### src/include/rv_defs.svh
`ifndef RV_DEFS_SVH
`define RV_DEFS_SVH

////////////////////
// rv32 widths
////////////////////

`define XLEN       32     // data and address width
`define REG_IDX_W  5      // register index and the split imm field in s-type
`define OFFSET_W   12     // i-type and s-type immediate

////////////////////
// memory map
////////////////////

// any of these address bits set selects the external region
`define REGION_LSB 14
`define REGION_MSB 16

// word size code on the port after reset
`define RESET_SIZE 2'b10

`endif

### src/logic/lsu_pkg.sv
`default_nettype none

package lsu_pkg;

  // memory port sequencer
  typedef enum logic [1:0] {
    ST_IDLE   = 2'b00,  // waiting for pram load
    ST_FETCH  = 2'b01,
    ST_ACCESS = 2'b10
  } seq_state_e;

  typedef enum logic [1:0] {
    KIND_NONE  = 2'b00,
    KIND_LOAD  = 2'b01,
    KIND_STORE = 2'b10
  } ls_kind_e;

  // one cycle pram or halt_ack paced external bus
  typedef enum logic {
    REGION_PRAM = 1'b0,
    REGION_EXT  = 1'b1
  } region_e;

endpackage

`default_nettype wire

### src/logic/rv_isa_pkg.sv
`default_nettype none

package rv_isa_pkg;

  ////////////////////
  // major opcodes
  ////////////////////

  // only load and store matter to the controller, the rest are seen as alu traffic
  typedef enum logic [6:0] {
    OP_LOAD   = 7'b0000011,
    OP_IMM    = 7'b0010011,
    OP_AUIPC  = 7'b0010111,
    OP_STORE  = 7'b0100011,
    OP_REG    = 7'b0110011,
    OP_LUI    = 7'b0110111,
    OP_BRANCH = 7'b1100011
  } opcode_e;

  ////////////////////
  // memory port size
  ////////////////////

  typedef enum logic [1:0] {
    SIZE_BYTE = 2'b00,
    SIZE_HALF = 2'b01,
    SIZE_WORD = 2'b10
  } mem_size_e;

endpackage

`default_nettype wire

### src/logic/ls_agu.sv
`timescale 1ns/1ps
`default_nettype none

`include "rv_defs.svh"

module ls_agu (
  input  wire logic                  clk,
  input  wire logic                  resetn,
  input  wire logic                  capture,
  input  wire lsu_pkg::ls_kind_e     kind,
  input  wire logic      [`XLEN-1:0] offset,
  input  wire rv_isa_pkg::mem_size_e size,
  input  wire logic      [`XLEN-1:0] rs1_value,
  input  wire logic      [`XLEN-1:0] rs2_value,
  output logic           [`XLEN-1:0] addr,
  output logic           [`XLEN-1:0] wdata,
  output rv_isa_pkg::mem_size_e      acc_size,
  output lsu_pkg::ls_kind_e          acc_kind,
  output lsu_pkg::region_e           region
);

  import rv_isa_pkg::*;
  import lsu_pkg::*;

  logic [`XLEN-1:0] eff_addr;
  logic [`XLEN-1:0] store_data;

  ////////////////////
  // effective address
  ////////////////////

  assign eff_addr   = rs1_value + offset;   // wraps like the core adder
  assign store_data = (kind == KIND_STORE) ? rs2_value : '0;   // loads drive zero

  // cleared by reset and loaded only on capture
  always_ff @(posedge clk) begin
    if (!resetn) begin
      addr     <= '0;
      wdata    <= '0;
      acc_size <= mem_size_e'(`RESET_SIZE);
      acc_kind <= KIND_NONE;
    end else if (capture) begin
      addr     <= eff_addr;
      wdata    <= store_data;
      acc_size <= size;
      acc_kind <= kind;
    end
  end

  ////////////////////
  // region
  ////////////////////

  // taken from the held address so it is stable for the whole access
  assign region = (|addr[`REGION_MSB:`REGION_LSB]) ? REGION_EXT : REGION_PRAM;

endmodule

`default_nettype wire

### src/logic/ls_decode.sv
`timescale 1ns/1ps
`default_nettype none

`include "rv_defs.svh"

module ls_decode (
  input  wire logic [`XLEN-1:0] instr,
  output lsu_pkg::ls_kind_e      kind,
  output logic      [`XLEN-1:0] offset,
  output rv_isa_pkg::mem_size_e  size
);

  import rv_isa_pkg::*;
  import lsu_pkg::*;

  opcode_e               opcode;
  logic [`REG_IDX_W-1:0] imm_low;   // sits in rd field for stores, rs2 field for loads
  logic [`OFFSET_W-1:0]  imm;

  assign opcode = opcode_e'(instr[6:0]);

  ////////////////////
  // classify
  ////////////////////

  always_comb begin
    case (opcode)
      OP_LOAD:  kind = KIND_LOAD;
      OP_STORE: kind = KIND_STORE;
      default:  kind = KIND_NONE;   // alu, branch, etc
    endcase
  end

  ////////////////////
  // immediate
  ////////////////////

  // upper seven bits are shared by i-type and s-type
  assign imm_low = (opcode == OP_STORE) ? instr[7 +: `REG_IDX_W] : instr[20 +: `REG_IDX_W];
  assign imm     = {instr[31:25], imm_low};

  assign offset = {{(`XLEN-`OFFSET_W){imm[`OFFSET_W-1]}}, imm};

  // funct3[1:0] only since the unsigned bit does not change the port size
  always_comb begin
    case (instr[13:12])
      2'b00:   size = SIZE_BYTE;
      2'b01:   size = SIZE_HALF;
      default: size = SIZE_WORD;    // lw with 11 folded onto word
    endcase
  end

endmodule

`default_nettype wire

### src/logic/lsu_top.sv
`timescale 1ns/1ps
`default_nettype none

`include "rv_defs.svh"

module lsu_top (
  input  wire logic                  clk,
  input  wire logic                  resetn,
  input  wire logic      [`XLEN-1:0] instr,
  input  wire logic                  fetch_valid,
  input  wire logic      [`XLEN-1:0] rs1_value,
  input  wire logic      [`XLEN-1:0] rs2_value,
  input  wire logic                  halt_ack,
  input  wire logic                  pram_load_done,
  output logic                       fetch_en,
  output logic                       mem_access,
  output logic                       rd_en,
  output logic                       wr_en,
  output rv_isa_pkg::mem_size_e      mem_size,
  output logic           [`XLEN-1:0] ls_addr,
  output logic           [`XLEN-1:0] ls_wdata
);

  import rv_isa_pkg::*;
  import lsu_pkg::*;

  ////////////////////
  // decode to agu/fsm
  ////////////////////

  ls_kind_e         kind;
  logic [`XLEN-1:0] offset;
  mem_size_e        size;

  // agu to fsm
  ls_kind_e         acc_kind;
  mem_size_e        acc_size;
  region_e          region;
  logic             capture;

  ls_decode u_ls_decode (
    .instr  (instr),
    .kind   (kind),
    .offset (offset),
    .size   (size)
  );

  ls_agu u_ls_agu (
    .clk       (clk),
    .resetn    (resetn),
    .capture   (capture),
    .kind      (kind),
    .offset    (offset),
    .size      (size),
    .rs1_value (rs1_value),
    .rs2_value (rs2_value),
    .addr      (ls_addr),     // held between accesses
    .wdata     (ls_wdata),
    .acc_size  (acc_size),
    .acc_kind  (acc_kind),
    .region    (region)
  );

  mem_access_fsm u_mem_access_fsm (
    .clk            (clk),
    .resetn         (resetn),
    .pram_load_done (pram_load_done),
    .fetch_valid    (fetch_valid),
    .halt_ack       (halt_ack),
    .kind           (kind),
    .acc_kind       (acc_kind),
    .acc_size       (acc_size),
    .region         (region),
    .capture        (capture),
    .fetch_en       (fetch_en),
    .mem_access     (mem_access),
    .rd_en          (rd_en),
    .wr_en          (wr_en),
    .mem_size       (mem_size)
  );

endmodule

`default_nettype wire

### src/logic/mem_access_fsm.sv
`timescale 1ns/1ps
`default_nettype none

module mem_access_fsm (
  input  wire logic                  clk,
  input  wire logic                  resetn,
  input  wire logic                  pram_load_done,
  input  wire logic                  fetch_valid,
  input  wire logic                  halt_ack,
  input  wire lsu_pkg::ls_kind_e     kind,
  input  wire lsu_pkg::ls_kind_e     acc_kind,
  input  wire rv_isa_pkg::mem_size_e acc_size,
  input  wire lsu_pkg::region_e      region,
  output logic                       capture,
  output logic                       fetch_en,
  output logic                       mem_access,
  output logic                       rd_en,
  output logic                       wr_en,
  output rv_isa_pkg::mem_size_e      mem_size
);

  import rv_isa_pkg::*;
  import lsu_pkg::*;

  seq_state_e state;
  seq_state_e next_state;
  ls_kind_e   next_kind;     // kind that the port will carry after this edge
  logic       access_done;

  // accept a load or store only while fetching
  assign capture = (state == ST_FETCH) && fetch_valid && (kind != KIND_NONE);

  // pram answers in one cycle, external waits for the ack strobe
  assign access_done = (region == REGION_PRAM) || halt_ack;

  ////////////////////
  // next state
  ////////////////////

  always_comb begin
    next_state = state;
    case (state)
      ST_IDLE: begin
        if (pram_load_done) begin
          next_state = ST_FETCH;
        end
      end
      ST_FETCH: begin
        if (capture) begin
          next_state = ST_ACCESS;
        end
      end
      ST_ACCESS: begin
        if (access_done) begin
          next_state = ST_FETCH;
        end
      end
      default: next_state = ST_IDLE;
    endcase
  end

  // agu loads on the same edge, so use the decoder's kind there
  assign next_kind = capture ? kind : acc_kind;

  ////////////////////
  // state and levels
  ////////////////////

  always_ff @(posedge clk) begin
    if (!resetn) begin
      state      <= ST_IDLE;
      fetch_en   <= 1'b0;
      mem_access <= 1'b0;
      rd_en      <= 1'b0;
      wr_en      <= 1'b0;
    end else begin
      state      <= next_state;
      fetch_en   <= (next_state == ST_FETCH);
      mem_access <= (next_state == ST_ACCESS);
      // fetch reads the instruction word
      rd_en      <= (next_state == ST_FETCH) ||
                    ((next_state == ST_ACCESS) && (next_kind == KIND_LOAD));
      wr_en      <= (next_state == ST_ACCESS) && (next_kind == KIND_STORE);
    end
  end

  // word during fetch and idle, captured size during the access
  assign mem_size = (state == ST_ACCESS) ? acc_size : SIZE_WORD;

endmodule

`default_nettype wire

### config.mk
export PLATFORM = sky130hd
export DESIGN_NAME = lsu_top
export DESIGN_NICKNAME = d
export VERILOG_FILES = /design/src/logic/lsu_pkg.sv /design/src/logic/rv_isa_pkg.sv /design/src/logic/ls_agu.sv /design/src/logic/ls_decode.sv /design/src/logic/lsu_top.sv /design/src/logic/mem_access_fsm.sv
export VERILOG_INCLUDE_DIRS = /design/src /design/src/include
export SDC_FILE = /design/constraint.sdc
export NUM_CORES = 1
export LEC_CHECK = 0
export ABC_CLOCK_PERIOD_IN_PS = 3200
export BUFFER_PORTS_ARGS = -buffer_cell sky130_fd_sc_hd__buf_2
export CELL_PAD_IN_SITES_DETAIL_PLACEMENT = 0
export CELL_PAD_IN_SITES_GLOBAL_PLACEMENT = 2
export CORE_MARGIN = 3
export CORE_UTILIZATION = 24
export DETAILED_ROUTE_END_ITERATION = 16
export PLACE_DENSITY = 0.78
export SETUP_SLACK_MARGIN = 0.4
export SYNTH_ARGS = -nofsm -noshare
export SYNTH_HDL_FRONTEND = slang
export SYNTH_SLANG_ARGS = --single-unit
### constraint.sdc
create_clock -name clk -period 3.2 [get_ports clk]
set_input_delay 0.32 -clock clk [delete_from_list [all_inputs] [get_ports clk]]
set_output_delay 0.32 -clock clk [all_outputs]
set_load 0.05 [all_outputs]
==> results of run 1 <==
-- flip-flops by register name (all words and copies together), names as in the netlist --
| name | count |
|---|---|
| u_mem_access_fsm.wr_en | 1 |
| u_mem_access_fsm.state | 2 |
| u_ls_agu.acc_size | 2 |
| u_mem_access_fsm.mem_access | 1 |
| u_ls_agu.wdata | 32 |
| u_ls_agu.addr | 32 |
| u_mem_access_fsm.rd_en | 1 |
| u_mem_access_fsm.fetch_en | 1 |
| u_ls_agu.acc_kind | 2 |
-- synthesized netlist by cell type (2+ instances only) --
cell type / instances
a21oi_1: 84
nand2_1: 81
dfxtp_1: 74
nand3_1: 51
ha_1: 31
nor2_1: 27
clkbuf_1: 23
o21ai_0: 18
a21o_1: 17
xnor2_1: 14
o21ai_1: 11
nor3_1: 9
buf_2: 8
inv_1: 8
xor2_1: 8
a31oi_1: 7
nand4_1: 7
nor2b_1: 6
a211oi_1: 5
mux2_2: 5
nand2b_1: 5
o21a_1: 5
and2_1: 4
and3_1: 4
mux2i_1: 4
buf_1: 3
nor4_1: 3
o31ai_1: 3
a21oi_2: 2
and4_1: 2
o21ai_2: 2
o21bai_1: 2
o311ai_1: 2
-- cell type report --
| type | instances | area share, % |
|---|---|---|
| well taps | 229 | 4.587 |
| clock inverters | 6 | 1.182 |
| clock buffers | 10 | 3.826 |
| flip-flops and latches | 74 | 23.72 |
| multi-input cells | 452 | 49.20 |
| inverters | 9 | 0.5409 |
| repair buffers | 194 | 16.95 |
-- worst reg2reg max path, stage by stage (launching register included) --
cell      delay, ps
dfxtp_1         410
nor2b_1         260
nand3_2         380
buf_4           350
a2111o_1        290
a31oi_1         150
-- cell families (layout without fill, tap and decap cells) --
family                   after synthesis  in the layout  synth area share, %
AND/OR/NAND/NOR                      215            215                23.18
adder cells (fa/ha/maj)               32             32                9.081
AO/OA/AOI/OAI                        174            174                24.51
XOR/XNOR                              22             22                4.290
multiplexers                           9              9                2.145
buffers and inverters                 43            219                3.816
flip-flops                            74             74                32.98
-- metal layers --
layer | global-route usage (%) | vias up | wire length (microns)
met5 | 0 | - | 0
met4 | 5.003 | 0 | 263
met3 | 2.880 | 15 | 751
met2 | 23.17 | 122 | 6873
met1 | 19.56 | 2183 | 7154
li1 | - | 2387 | -
-- repair_timing --
item                       in CTS  in global routing
setup endpoints to repair      16                 18
pin swaps                      13                 22
hold buffers                    0                  0
setup buffers                   6                  5
gates resized for setup        13                 15
-- final timing paths --
check	start	endpoint	cells past startpoint
setup / recovery	instr[3]	u_ls_agu.addr[24]	17
hold / removal	instr[13]	u_ls_agu.acc_size[1]	3
setup reg to reg	u_mem_access_fsm.state[0]	u_ls_agu.addr[29]	5
hold reg to reg	u_ls_agu.wdata[25]	u_ls_agu.wdata[25]	2
-- power by group through the flow --
stage	Sequential [mW]	Clock [mW]	Combinational, mW
CTS	0.928	1.11	0.556
global route	0.928	1.14	0.648
global placement	0.948	0	0.529
detailed placement	0.949	0	0.530
finish	0.928	1.07	0.584
floorplan	0.959	0	0.346
-- metrics by stage --
step	hold slack (ps)	cell area, sq um	setup TNS [ps]	setup slack [ps]	total power, mW
after detailed placement	442.8	5694	-1077	-180.1	1.478
final	226.9	6246	0	382.8	2.582
after global placement	434.4	5694	-777.4	-166.6	1.477
after floorplan	427.6	4576	0	332.4	1.305
after global routing	234.5	6246	0	213.4	2.718
after CTS	210.4	6125	0	375.6	2.591
==> run_results.csv, run 1 <==
group,metric,value,unit
status,status,"completed",
job,maxCapViolations,0,
logic_synthesis,async_flop_share,0,%
logic_synthesis,syn_area,0.004492,sq mm
setup_path,crit_slowest_cell,"a2111oi_4",
logic_synthesis,syn_area_per_cell,7.894,sq um
final_layout,final_nets,873,
logic_synthesis,yosys.area.top_type_share,32.98,%
logic_synthesis,synth_edf_count,0,
cts,root_buffer,"clkbuf_16",
final_layout,syn_to_final_growth,39.05,%
global_route,grt_max_degree,46,
detailed_routing,wl,15.04,mm
cts,tritoncts,"done",
detailed_routing,drtIter0Drc,227,
logic_synthesis,ys_seq_elements,74,
final_layout,final_layout_size_suffix_gt1_share,35.84,%
logic_synthesis,yosysSeqAreaShare,32.98,%
global_route,antenna_found_initial,0,
final_layout,mostFrequentLayoutCells,"buf_2, nand2_1, a21oi_1",
logic_synthesis,ys_warn_count,0,
sta,fin_crit,2817,ps
placed_design,dp_hpwl,11.49,mm
cts,clockBufferDepth,2,
setup_path,crit_type,"primary input to flop",
final_layout,fin_util,34.42,%
min_path,min_path_type,"primary input to flop",
detailed_routing,remaining_drc_errors,0,
final_layout,diodes,0,
global_route,grt_pass1_vias,4638,
setup_path,critPathArrivalTime,3080,ps
pwr,combinationalPowerShare,22.6,%
placed_design,place_congestion,0.8203,
floorplanning,die_height,142.8,microns
floorplanning,fp-row-count,49,
floorplanning,initial_core_util,24.75,%
setup_path,start_kind,"primary input",
logic_synthesis,synth_cells,569,
sta,rsz0062_at_grt,"true",
setup_path,crit_fanout,5,
pwr,p_switching,765.5,uW
sta,max_freq,355.0,MHz
final_layout,fin_cells,974,
placed_design,dp.cells,947,
global_route,grt_pass1_wl,23.93,mm
cts,htree_levels,3,
sta,setup_violations,0,
setup_path,cpLargestDelayFamily,"compound AO/OA/AOI/OAI gates",
detailed_routing,drt-vias-per-instance,4.833,
final_layout,multiInputGateArea,0.003073,sq mm
setup_path,ff2ff_setup_slack,1290,ps
detailed_routing,ant_nets,0,
final_layout,register_area,0.001481,sq mm
sta,timing.final.crit_share,88.04,%
detailed_routing,wl_per_cell,15.44,microns
sta,hold_viol_final,0,
cts,numCtsBuffers,9,
detailed_routing,firstDrtPassIters,4,
pwr,ir_drop,208.1,uV
logic_synthesis,ys.flop_type,"dfxtp_1",
pwr,cellPowerDensity,413.4,mW/mm^2
global_route,grt_usage,14.51,%
setup_path,slowest_delay,420,ps
cts,insertion_delay,340,ps
cts,cts.sinks,74,
sta,worstMarginPinSlew,506.7,ps
setup_path,cp-end-kind,"flop",
setup_path,crit_chain,"buf_6 > nor2_4 > nand3_2 > nor3_4 > nand2_4 > mux2_4 > ha_4 > inv_2 > fa_2 > nand2b_4 > a21oi_4 > o21ba_4 > a2111oi_4 > nor2_4 > a31oi_4 > a21oi_2 > o21ai_2",
logic_synthesis,synth_area_leader_cell,"dfxtp_1",
setup_path,worst-path-buf-inv,2,
sta,relSlewSlack,65.96,%
pwr,pwr-share-seq,35.9,%
placed_design,port_buffers,164,
sta,fin_skew,5.338,ps
sta,slew_violations,0,
pwr,leakage,2.741,nW
global_route,grt_overflow,0,
cts,clkTransAtPathRegs,60,ps
logic_synthesis,syn_nets,702,
setup_path,cp_data_required_time,3470,ps
setup_path,crit_path_frequent_cell,"nor2_4",
pwr,swShare,29.64,%
floorplanning,die-area,0.02039,sq mm
logic_synthesis,ys_top_cells_by_area,"dfxtp_1, a21oi_1, ha_1",
floorplanning,core-area,0.01815,sq mm
detailed_routing,route.vias.total,4707,
final_layout,final_common_cell,"buf_2",
pwr,intPower,1.817,mW
floorplanning,ioPinCount,171,
pwr,power_frac_clock,41.4,%
logic_synthesis,synth_cell_type_count,67,
floorplanning,dieWidth,142.8,microns
final_layout,fillers,1917,
No activity file was read; power rests on OpenSTA's default activity.
==> inputs of run 2 (changes only) <==
Settings changed: CORE_UTILIZATION 24 to 25, PLACE_DENSITY 0.78 to 0.79, SYNTH_HIERARCHICAL set to 1.
==> run 2 against run 1 <==
Net effect: the run now ends with negative setup slack left; sequential share of layout area shrank 1.2 points; die area shrank 2.5%; worst setup slack lost 650 ps; flip-flop and latch count is the same; clock power grew 5%; critical path depth shrank 2; clock skew grew 3.1 ps; register-to-register slack gained 180 ps; critical path type unchanged.
==> run_results.csv, run 2 <==
group,metric,value,unit
detailed_routing,drtIter0Drc,210,
setup_path,start_kind,"primary input",
floorplanning,die_height,141.0,microns
cts,tritoncts,"done",
setup_path,cpLargestDelayFamily,"compound AO/OA/AOI/OAI gates",
detailed_routing,wl,15.52,mm
min_path,min_path_type,"primary input to flop",
setup_path,crit_type,"primary input to flop",
logic_synthesis,synth_area_leader_cell,"dfxtp_1",
floorplanning,initial_core_util,25.90,%
sta,fin_crit,3467,ps
detailed_routing,ant_nets,0,
sta,setup_ws,-267.2,ps
setup_path,crit_start,"instr[2]",
logic_synthesis,synth_mux_area_share,6.068,%
logic_synthesis,synth_cells,531,
placed_design,place_congestion,0.8515,
cts,insertion_delay,340,ps
logic_synthesis,yosysSeqAreaShare,32.51,%
setup_path,critPathArrivalTime,3700,ps
logic_synthesis,syn_area,0.004557,sq mm
setup_path,crit_fanout,3,
sta,hold_viol_final,0,
setup_path,reg2reg_from,"u_mem_access_fsm/state[1]",
global_route,grt_pass1_vias,4657,
detailed_routing,route.vias.total,4575,
sta,max_freq,288.4,MHz
sta,rsz0062_at_grt,"true",
global_route,grt_overflow,0,
cts,clkTransAtPathRegs,60,ps
sta,worstMarginPinSlew,566.8,ps
placed_design,dp_hpwl,11.71,mm
logic_synthesis,syn_nets,664,
floorplanning,ioPinCount,171,
logic_synthesis,synthAdderAreaFrac,8.951,%
cts,cts.sinks,74,
sta,relSlewSlack,61.81,%
global_route,grt_pass1_wl,23.92,mm
logic_synthesis,synth_cell_type_count,70,
floorplanning,dieWidth,141.0,microns
logic_synthesis,ys_top_cells_by_area,"dfxtp_1, ha_1, nor2_1",
logic_synthesis,synth_xor_area_share,4.228,%
floorplanning,fp-row-count,48,
job,maxCapViolations,0,
final_layout,reg_top3,"u_ls_agu/addr: 32 flops, u_ls_agu/wdata: 32 flops",
setup_path,worst-path-buf-inv,2,
setup_path,crit_chain,"buf_6 > nand4bb_4 > or4b_4 > mux2_4 > ha_4 > fa_2 > a21oi_4 > o21ai_2 > a21o_1 > a311o_1 > buf_4 > a211oi_4 > o211ai_1 > xnor2_1 > o21ai_1",
setup_path,cp_data_required_time,3430,ps
setup_path,ff2ff_setup_slack,1470,ps
pwr,cellPowerDensity,414.1,mW/mm^2
min_path,hp-start,"rs2_value[2]",
cts,root_buffer,"clkbuf_16",
logic_synthesis,yosys.area.top_type_share,32.51,%
final_layout,diodes,0,
pwr,ir_drop,240.2,uV
logic_synthesis,post-synth-top-count-cell,"dfxtp_1",
logic_synthesis,ys.flop_type,"dfxtp_1",
final_layout,final_layout_size_suffix_gt1_share,41.55,%
global_route,antenna_found_initial,0,
detailed_routing,remaining_drc_errors,0,
detailed_routing,firstDrtPassIters,4,
sta,timing.final.crit_share,108.4,%
placed_design,place_ws,-699.5,ps
logic_synthesis,syn_area_per_cell,8.582,sq um
global_route,grt_usage,14.87,%
cts,numCtsBuffers,9,
logic_synthesis,async_flop_share,0,%
pwr,leakage,2.909,nW
cts,clockBufferDepth,2,
final_layout,final_nets,838,
sta,fin_skew,8.476,ps
setup_path,cp-end-kind,"flop",
cts,hold_buffers,0,
global_route,grt_max_degree,33,
setup_path,crit_slowest_cell,"or4b_4",
placed_design,port_buffers,164,
logic_synthesis,synthSimpleGateAreaFrac,15.98,%
final_layout,mostFrequentLayoutCells,"buf_2, dfxtp_1, nor2_1",
floorplanning,core-area,0.01760,sq mm
final_layout,syn_to_final_growth,44.12,%
logic_synthesis,ys_top_cells_by_count,"dfxtp_1, nor2_1, a22oi_1, nand2_1",
floorplanning,die-area,0.01988,sq mm
logic_synthesis,synth_edf_count,0,
cts,htree_levels,3,
setup_path,slowest_delay,520,ps
detailed_routing,drt-vias-per-instance,4.893,
status,violations,"negative setup slack",
sta,setup_violations,15,
status,status,"complete, but fails checks",
logic_synthesis,synth_compound_gate_area_share,24.30,%
logic_synthesis,ys_warn_count,6,
final_layout,final_common_cell,"buf_2",
sta,fin_tns_setup,-2412,ps
sta,slew_violations,0,
detailed_routing,wl_per_cell,16.60,microns
logic_synthesis,ys_seq_elements,74,
logic_synthesis,synth_top_family_by_area,"compound AO/OA/AOI/OAI gates",
run 2: cell types whose count changed after synthesis, moves of 7 or more:
| cell | change |
|---|---|
| o211ai_1 | +8 |
| a22oi_1 | +32 |
| nand2_1 | -49 |
| nor3_1 | -7 |
| nand3_1 | -37 |
| mux2i_1 | +15 |
| o21ai_1 | -7 |
| nor2_1 | +38 |
| buf_4 | +27 |
| a21oi_1 | -53 |
run 2: worst reg2reg max path, stage by stage (launching register included):
cell and delay, ps:
dfxtp_1 340, nand2b_1 200, nor2_4 140, clkinv_1 290
buf_4 350, a22oi_1 220, nor2_1 60
run 2: area by class of cell:
type                       instances  area [sq um]
clock inverter                     6         90.09
inverter                          15         56.30
multi-input combinational        390          3131
clock buffer                      10         239.0
sequential                        74          1481
tap                              225         281.5
fill                            1821         11030
timing repair buffer             215          1289
run 2: what timing repair did:
| action | CTS | global route |
|---|---|---|
| resized for setup | 49 | 26 |
| hold endpoints to repair | 0 | 0 |
| pin swaps | 30 | 19 |
| endpoints found under the setup margin | 25 | 28 |
| buffers inserted | 15 | 5 |
run 2: metal layers:
metal | vias to the layer above | routed length [microns] | track usage, %
li1 | 2261 | - | -
met1 | 2173 | 6875 | 18.71
met2 | 123 | 7693 | 25.78
met3 | 18 | 744 | 3.494
met4 | 0 | 208 | 3.519
met5 | - | 0 | 0
run 2: path summary, 6_finish.rpt:
check,to,cells after the start
setup / recovery,u_ls_agu/addr[26],15
hold / removal,u_ls_agu/wdata[2],3
hold reg to reg,u_ls_agu/addr[19],2
setup reg to reg,u_ls_agu/wdata[29],6
run 2: logic make-up (layout without fill, tap and decap cells):
| group | Yosys count | count (layout) |
|---|---|---|
| DFF | 74 | 74 |
| AOI/OAI and AO/OA | 158 | 158 |
| and+or+nand+nor | 153 | 153 |
| buffers and inverters | 67 | 246 |
| muxes | 25 | 25 |
| adders and majority gates | 32 | 32 |
| xor gates and xnor gates | 22 | 22 |
run 2: metrics by stage:
stage / std cells / utilization (%) / area, sq um / hold slack [ps] / power (mW)
6_report: 935 / 37.32 / 6568 / 215.3 / 2.720
5_1_grt: 935 / 37.32 / 6568 / 203.4 / 2.855
4_1_cts: 930 / 36.23 / 6375 / 196.9 / 2.706
3_5_place_dp: 899 / 32.33 / 5689 / 452.5 / 1.469
3_3_place_gp: 899 / 32.33 / 5689 / 448.7 / 1.469
2_1_floorplan: 531 / - / 4653 / 433.9 / 1.305
run 2: report_power, final:
group | switching, mW | internal [mW]
Combinational | 0.356 | 0.318
Sequential | 0.00203 | 0.925
Clock | 0.414 | 0.704
Total | 0.772 | 1.95
==> inputs of run 3 (changes only) <==
Settings changed: RECOVER_POWER set to 25.
==> run 3 against run 2 <==
Net effect: the flow still finishes with violations (negative setup slack); clock power about the same; clock skew barely moved; cell count did not move; sequential power about the same; worst setup slack got worse by 1.0 ps; utilization down 0.22 points; first-iteration DRC count shrank 8.6%; sequential share of layout area increased by 0.13 points; register-to-register slack about the same; critical endpoint is now u_ls_agu/addr[22]; largest cell class unchanged.
==> run_results.csv, run 3 (synthesized netlist as in run 2, its figures left out) <==
group,metric,value,unit
status,status,"complete, but fails checks",
status,violations,"negative setup slack",
final_layout,final_common_cell,"buf_2",
placed_design,place_congestion,0.8515,
final_layout,diodes,0,
pwr,p_switching,773.1,uW
final_layout,reg_top3,"u_ls_agu/addr: 32 flops, u_ls_agu/wdata: 32 flops",
floorplanning,initial_core_util,25.90,%
pwr,pwr-share-seq,34.1,%
cts,tritoncts,"done",
setup_path,critPathArrivalTime,3710,ps
floorplanning,dieWidth,141.0,microns
floorplanning,fp-row-count,48,
sta,max_freq,288.3,MHz
sta,rsz0062_at_grt,"true",
setup_path,cp-end-kind,"flop",
sta,setup_violations,16,
detailed_routing,drt-vias-per-instance,4.920,
sta,fin_skew,8.303,ps
setup_path,crit_fanout,3,
detailed_routing,remaining_drc_errors,0,
global_route,grt_usage,14.87,%
detailed_routing,wl,15.57,mm
cts,insertion_delay,340,ps
final_layout,multiInputGateArea,0.003131,sq mm
cts,htree_levels,3,
sta,slew_violations,0,
detailed_routing,route.vias.total,4600,
global_route,antenna_found_initial,0,
floorplanning,ioPinCount,171,
cts,root_buffer,"clkbuf_16",
sta,worstMarginPinSlew,664.9,ps
pwr,power_frac_clock,41.1,%
floorplanning,core-area,0.01760,sq mm
pwr,leakage,2.774,nW
setup_path,crit_type,"primary input to flop",
cts,hold_buffers,0,
pwr,power,2.720,mW
cts,clkTransAtPathRegs,60,ps
sta,setup_ws,-268.3,ps
detailed_routing,drtIter0Drc,192,
cts,clockBufferDepth,2,
pwr,ir_drop,240.0,uV
final_layout,fillers,1842,
min_path,min_path_type,"primary input to flop",
sta,fin_crit,3468,ps
sta,fin_tns_setup,-2404,ps
pwr,combinationalPowerShare,24.8,%
floorplanning,die-area,0.01988,sq mm
final_layout,mostFrequentLayoutCells,"buf_2, dfxtp_1, nor2_1",
final_layout,register_area,0.001481,sq mm
placed_design,dp_hpwl,11.71,mm
pwr,cellPowerDensity,416.6,mW/mm^2
sta,relSlewSlack,55.86,%
placed_design,port_buffers,164,
global_route,grt_pass1_vias,4657,
job,maxCapViolations,0,
sta,hold_slack,215.4,ps
floorplanning,die_height,141.0,microns
detailed_routing,firstDrtPassIters,4,
setup_path,cp_data_required_time,3440,ps
placed_design,dp.cells,899,
cts,cts.sinks,74,
detailed_routing,ant_nets,0,
final_layout,syn_to_final_growth,43.27,%
cts,numCtsBuffers,9,
detailed_routing,wl_per_cell,16.65,microns
sta,hold_viol_final,0,
final_layout,fin_cells,935,
global_route,grt_max_degree,33,
final_layout,final_nets,838,
final_layout,final_layout_size_suffix_gt1_share,37.18,%
pwr,swShare,28.42,%
setup_path,start_kind,"primary input",
global_route,grt_pass1_wl,23.92,mm
pwr,intPower,1.947,mW
sta,timing.final.crit_share,108.4,%
global_route,grt_overflow,0,
## run 3: changes by cell type in the layout (fill, tap and decap cells not counted)
| cell | delta |
|---|---|
| clkbuf_1 | +31 |
| buf_2 | -31 |
## run 3: final timing paths
check                            start                 end  slack [ps]  cells past startpoint
min reg2reg          u_ls_agu/addr[19]   u_ls_agu/addr[19]         450                      2
max reg2reg  u_mem_access_fsm/state[1]  u_ls_agu/wdata[11]        1470                      8
min                       rs2_value[2]   u_ls_agu/wdata[2]         220                      3
max                           instr[2]   u_ls_agu/addr[22]        -270                     15
## run 3: through the flow
step                      setup slack (ps)  cell area (sq um)  util [%]
after floorplan                     -486.0               4653         -
after global placement              -645.2               5689     32.33
after detailed placement            -699.5               5689     32.33
after CTS                           -230.2               6375     36.23
after global routing                -414.4               6529     37.10
final                               -268.3               6529     37.10
## run 3: final cells by class
class                   instances  share of cell area [%]
repair buffers                215                   19.15
multi-input cells             390                   47.95
flip-flops and latches         74                   22.69
clock inverters                 6                   1.380
well taps                     225                   4.312
inverters                      15                  0.8624
clock buffers                  10                   3.660
## run 3: per-layer routing
metal	global-route usage (%)	vias up	wire length [microns]
li1	-	2263	-
met3	3.494	20	796
met5	0	-	0
met2	25.78	135	7694
met1	18.71	2182	6849
met4	3.519	0	226
## run 3: critical path: stages
cell,delay (ps)
buf_6,90
nand4bb_4,220
or4b_4,520
mux2_4,330
ha_4,170
fa_2,380
a21oi_4,160
o21ai_2,80
a21o_1,190
a311o_1,340
buf_4,170
a211oi_4,310
a21oi_2,70
mux2i_1,150
a31o_2,210
## run 3: repair_timing
item	CTS	global route
pin swaps	30	19
endpoints found under the setup margin	25	28
buffers inserted	15	5
gates resized for setup	49	26
## run 3: power groups by stage
| stage | combinational (mW) | clock, mW | sequential [mW] |
|---|---|---|---|
| 4_1_cts | 0.622 | 1.16 | 0.927 |
| 3_3_place_gp | 0.521 | 0 | 0.948 |
| 3_5_place_dp | 0.521 | 0 | 0.948 |
| 5_1_grt | 0.735 | 1.19 | 0.927 |
| 2_1_floorplan | 0.347 | 0 | 0.958 |
| 6_report | 0.673 | 1.12 | 0.927 |
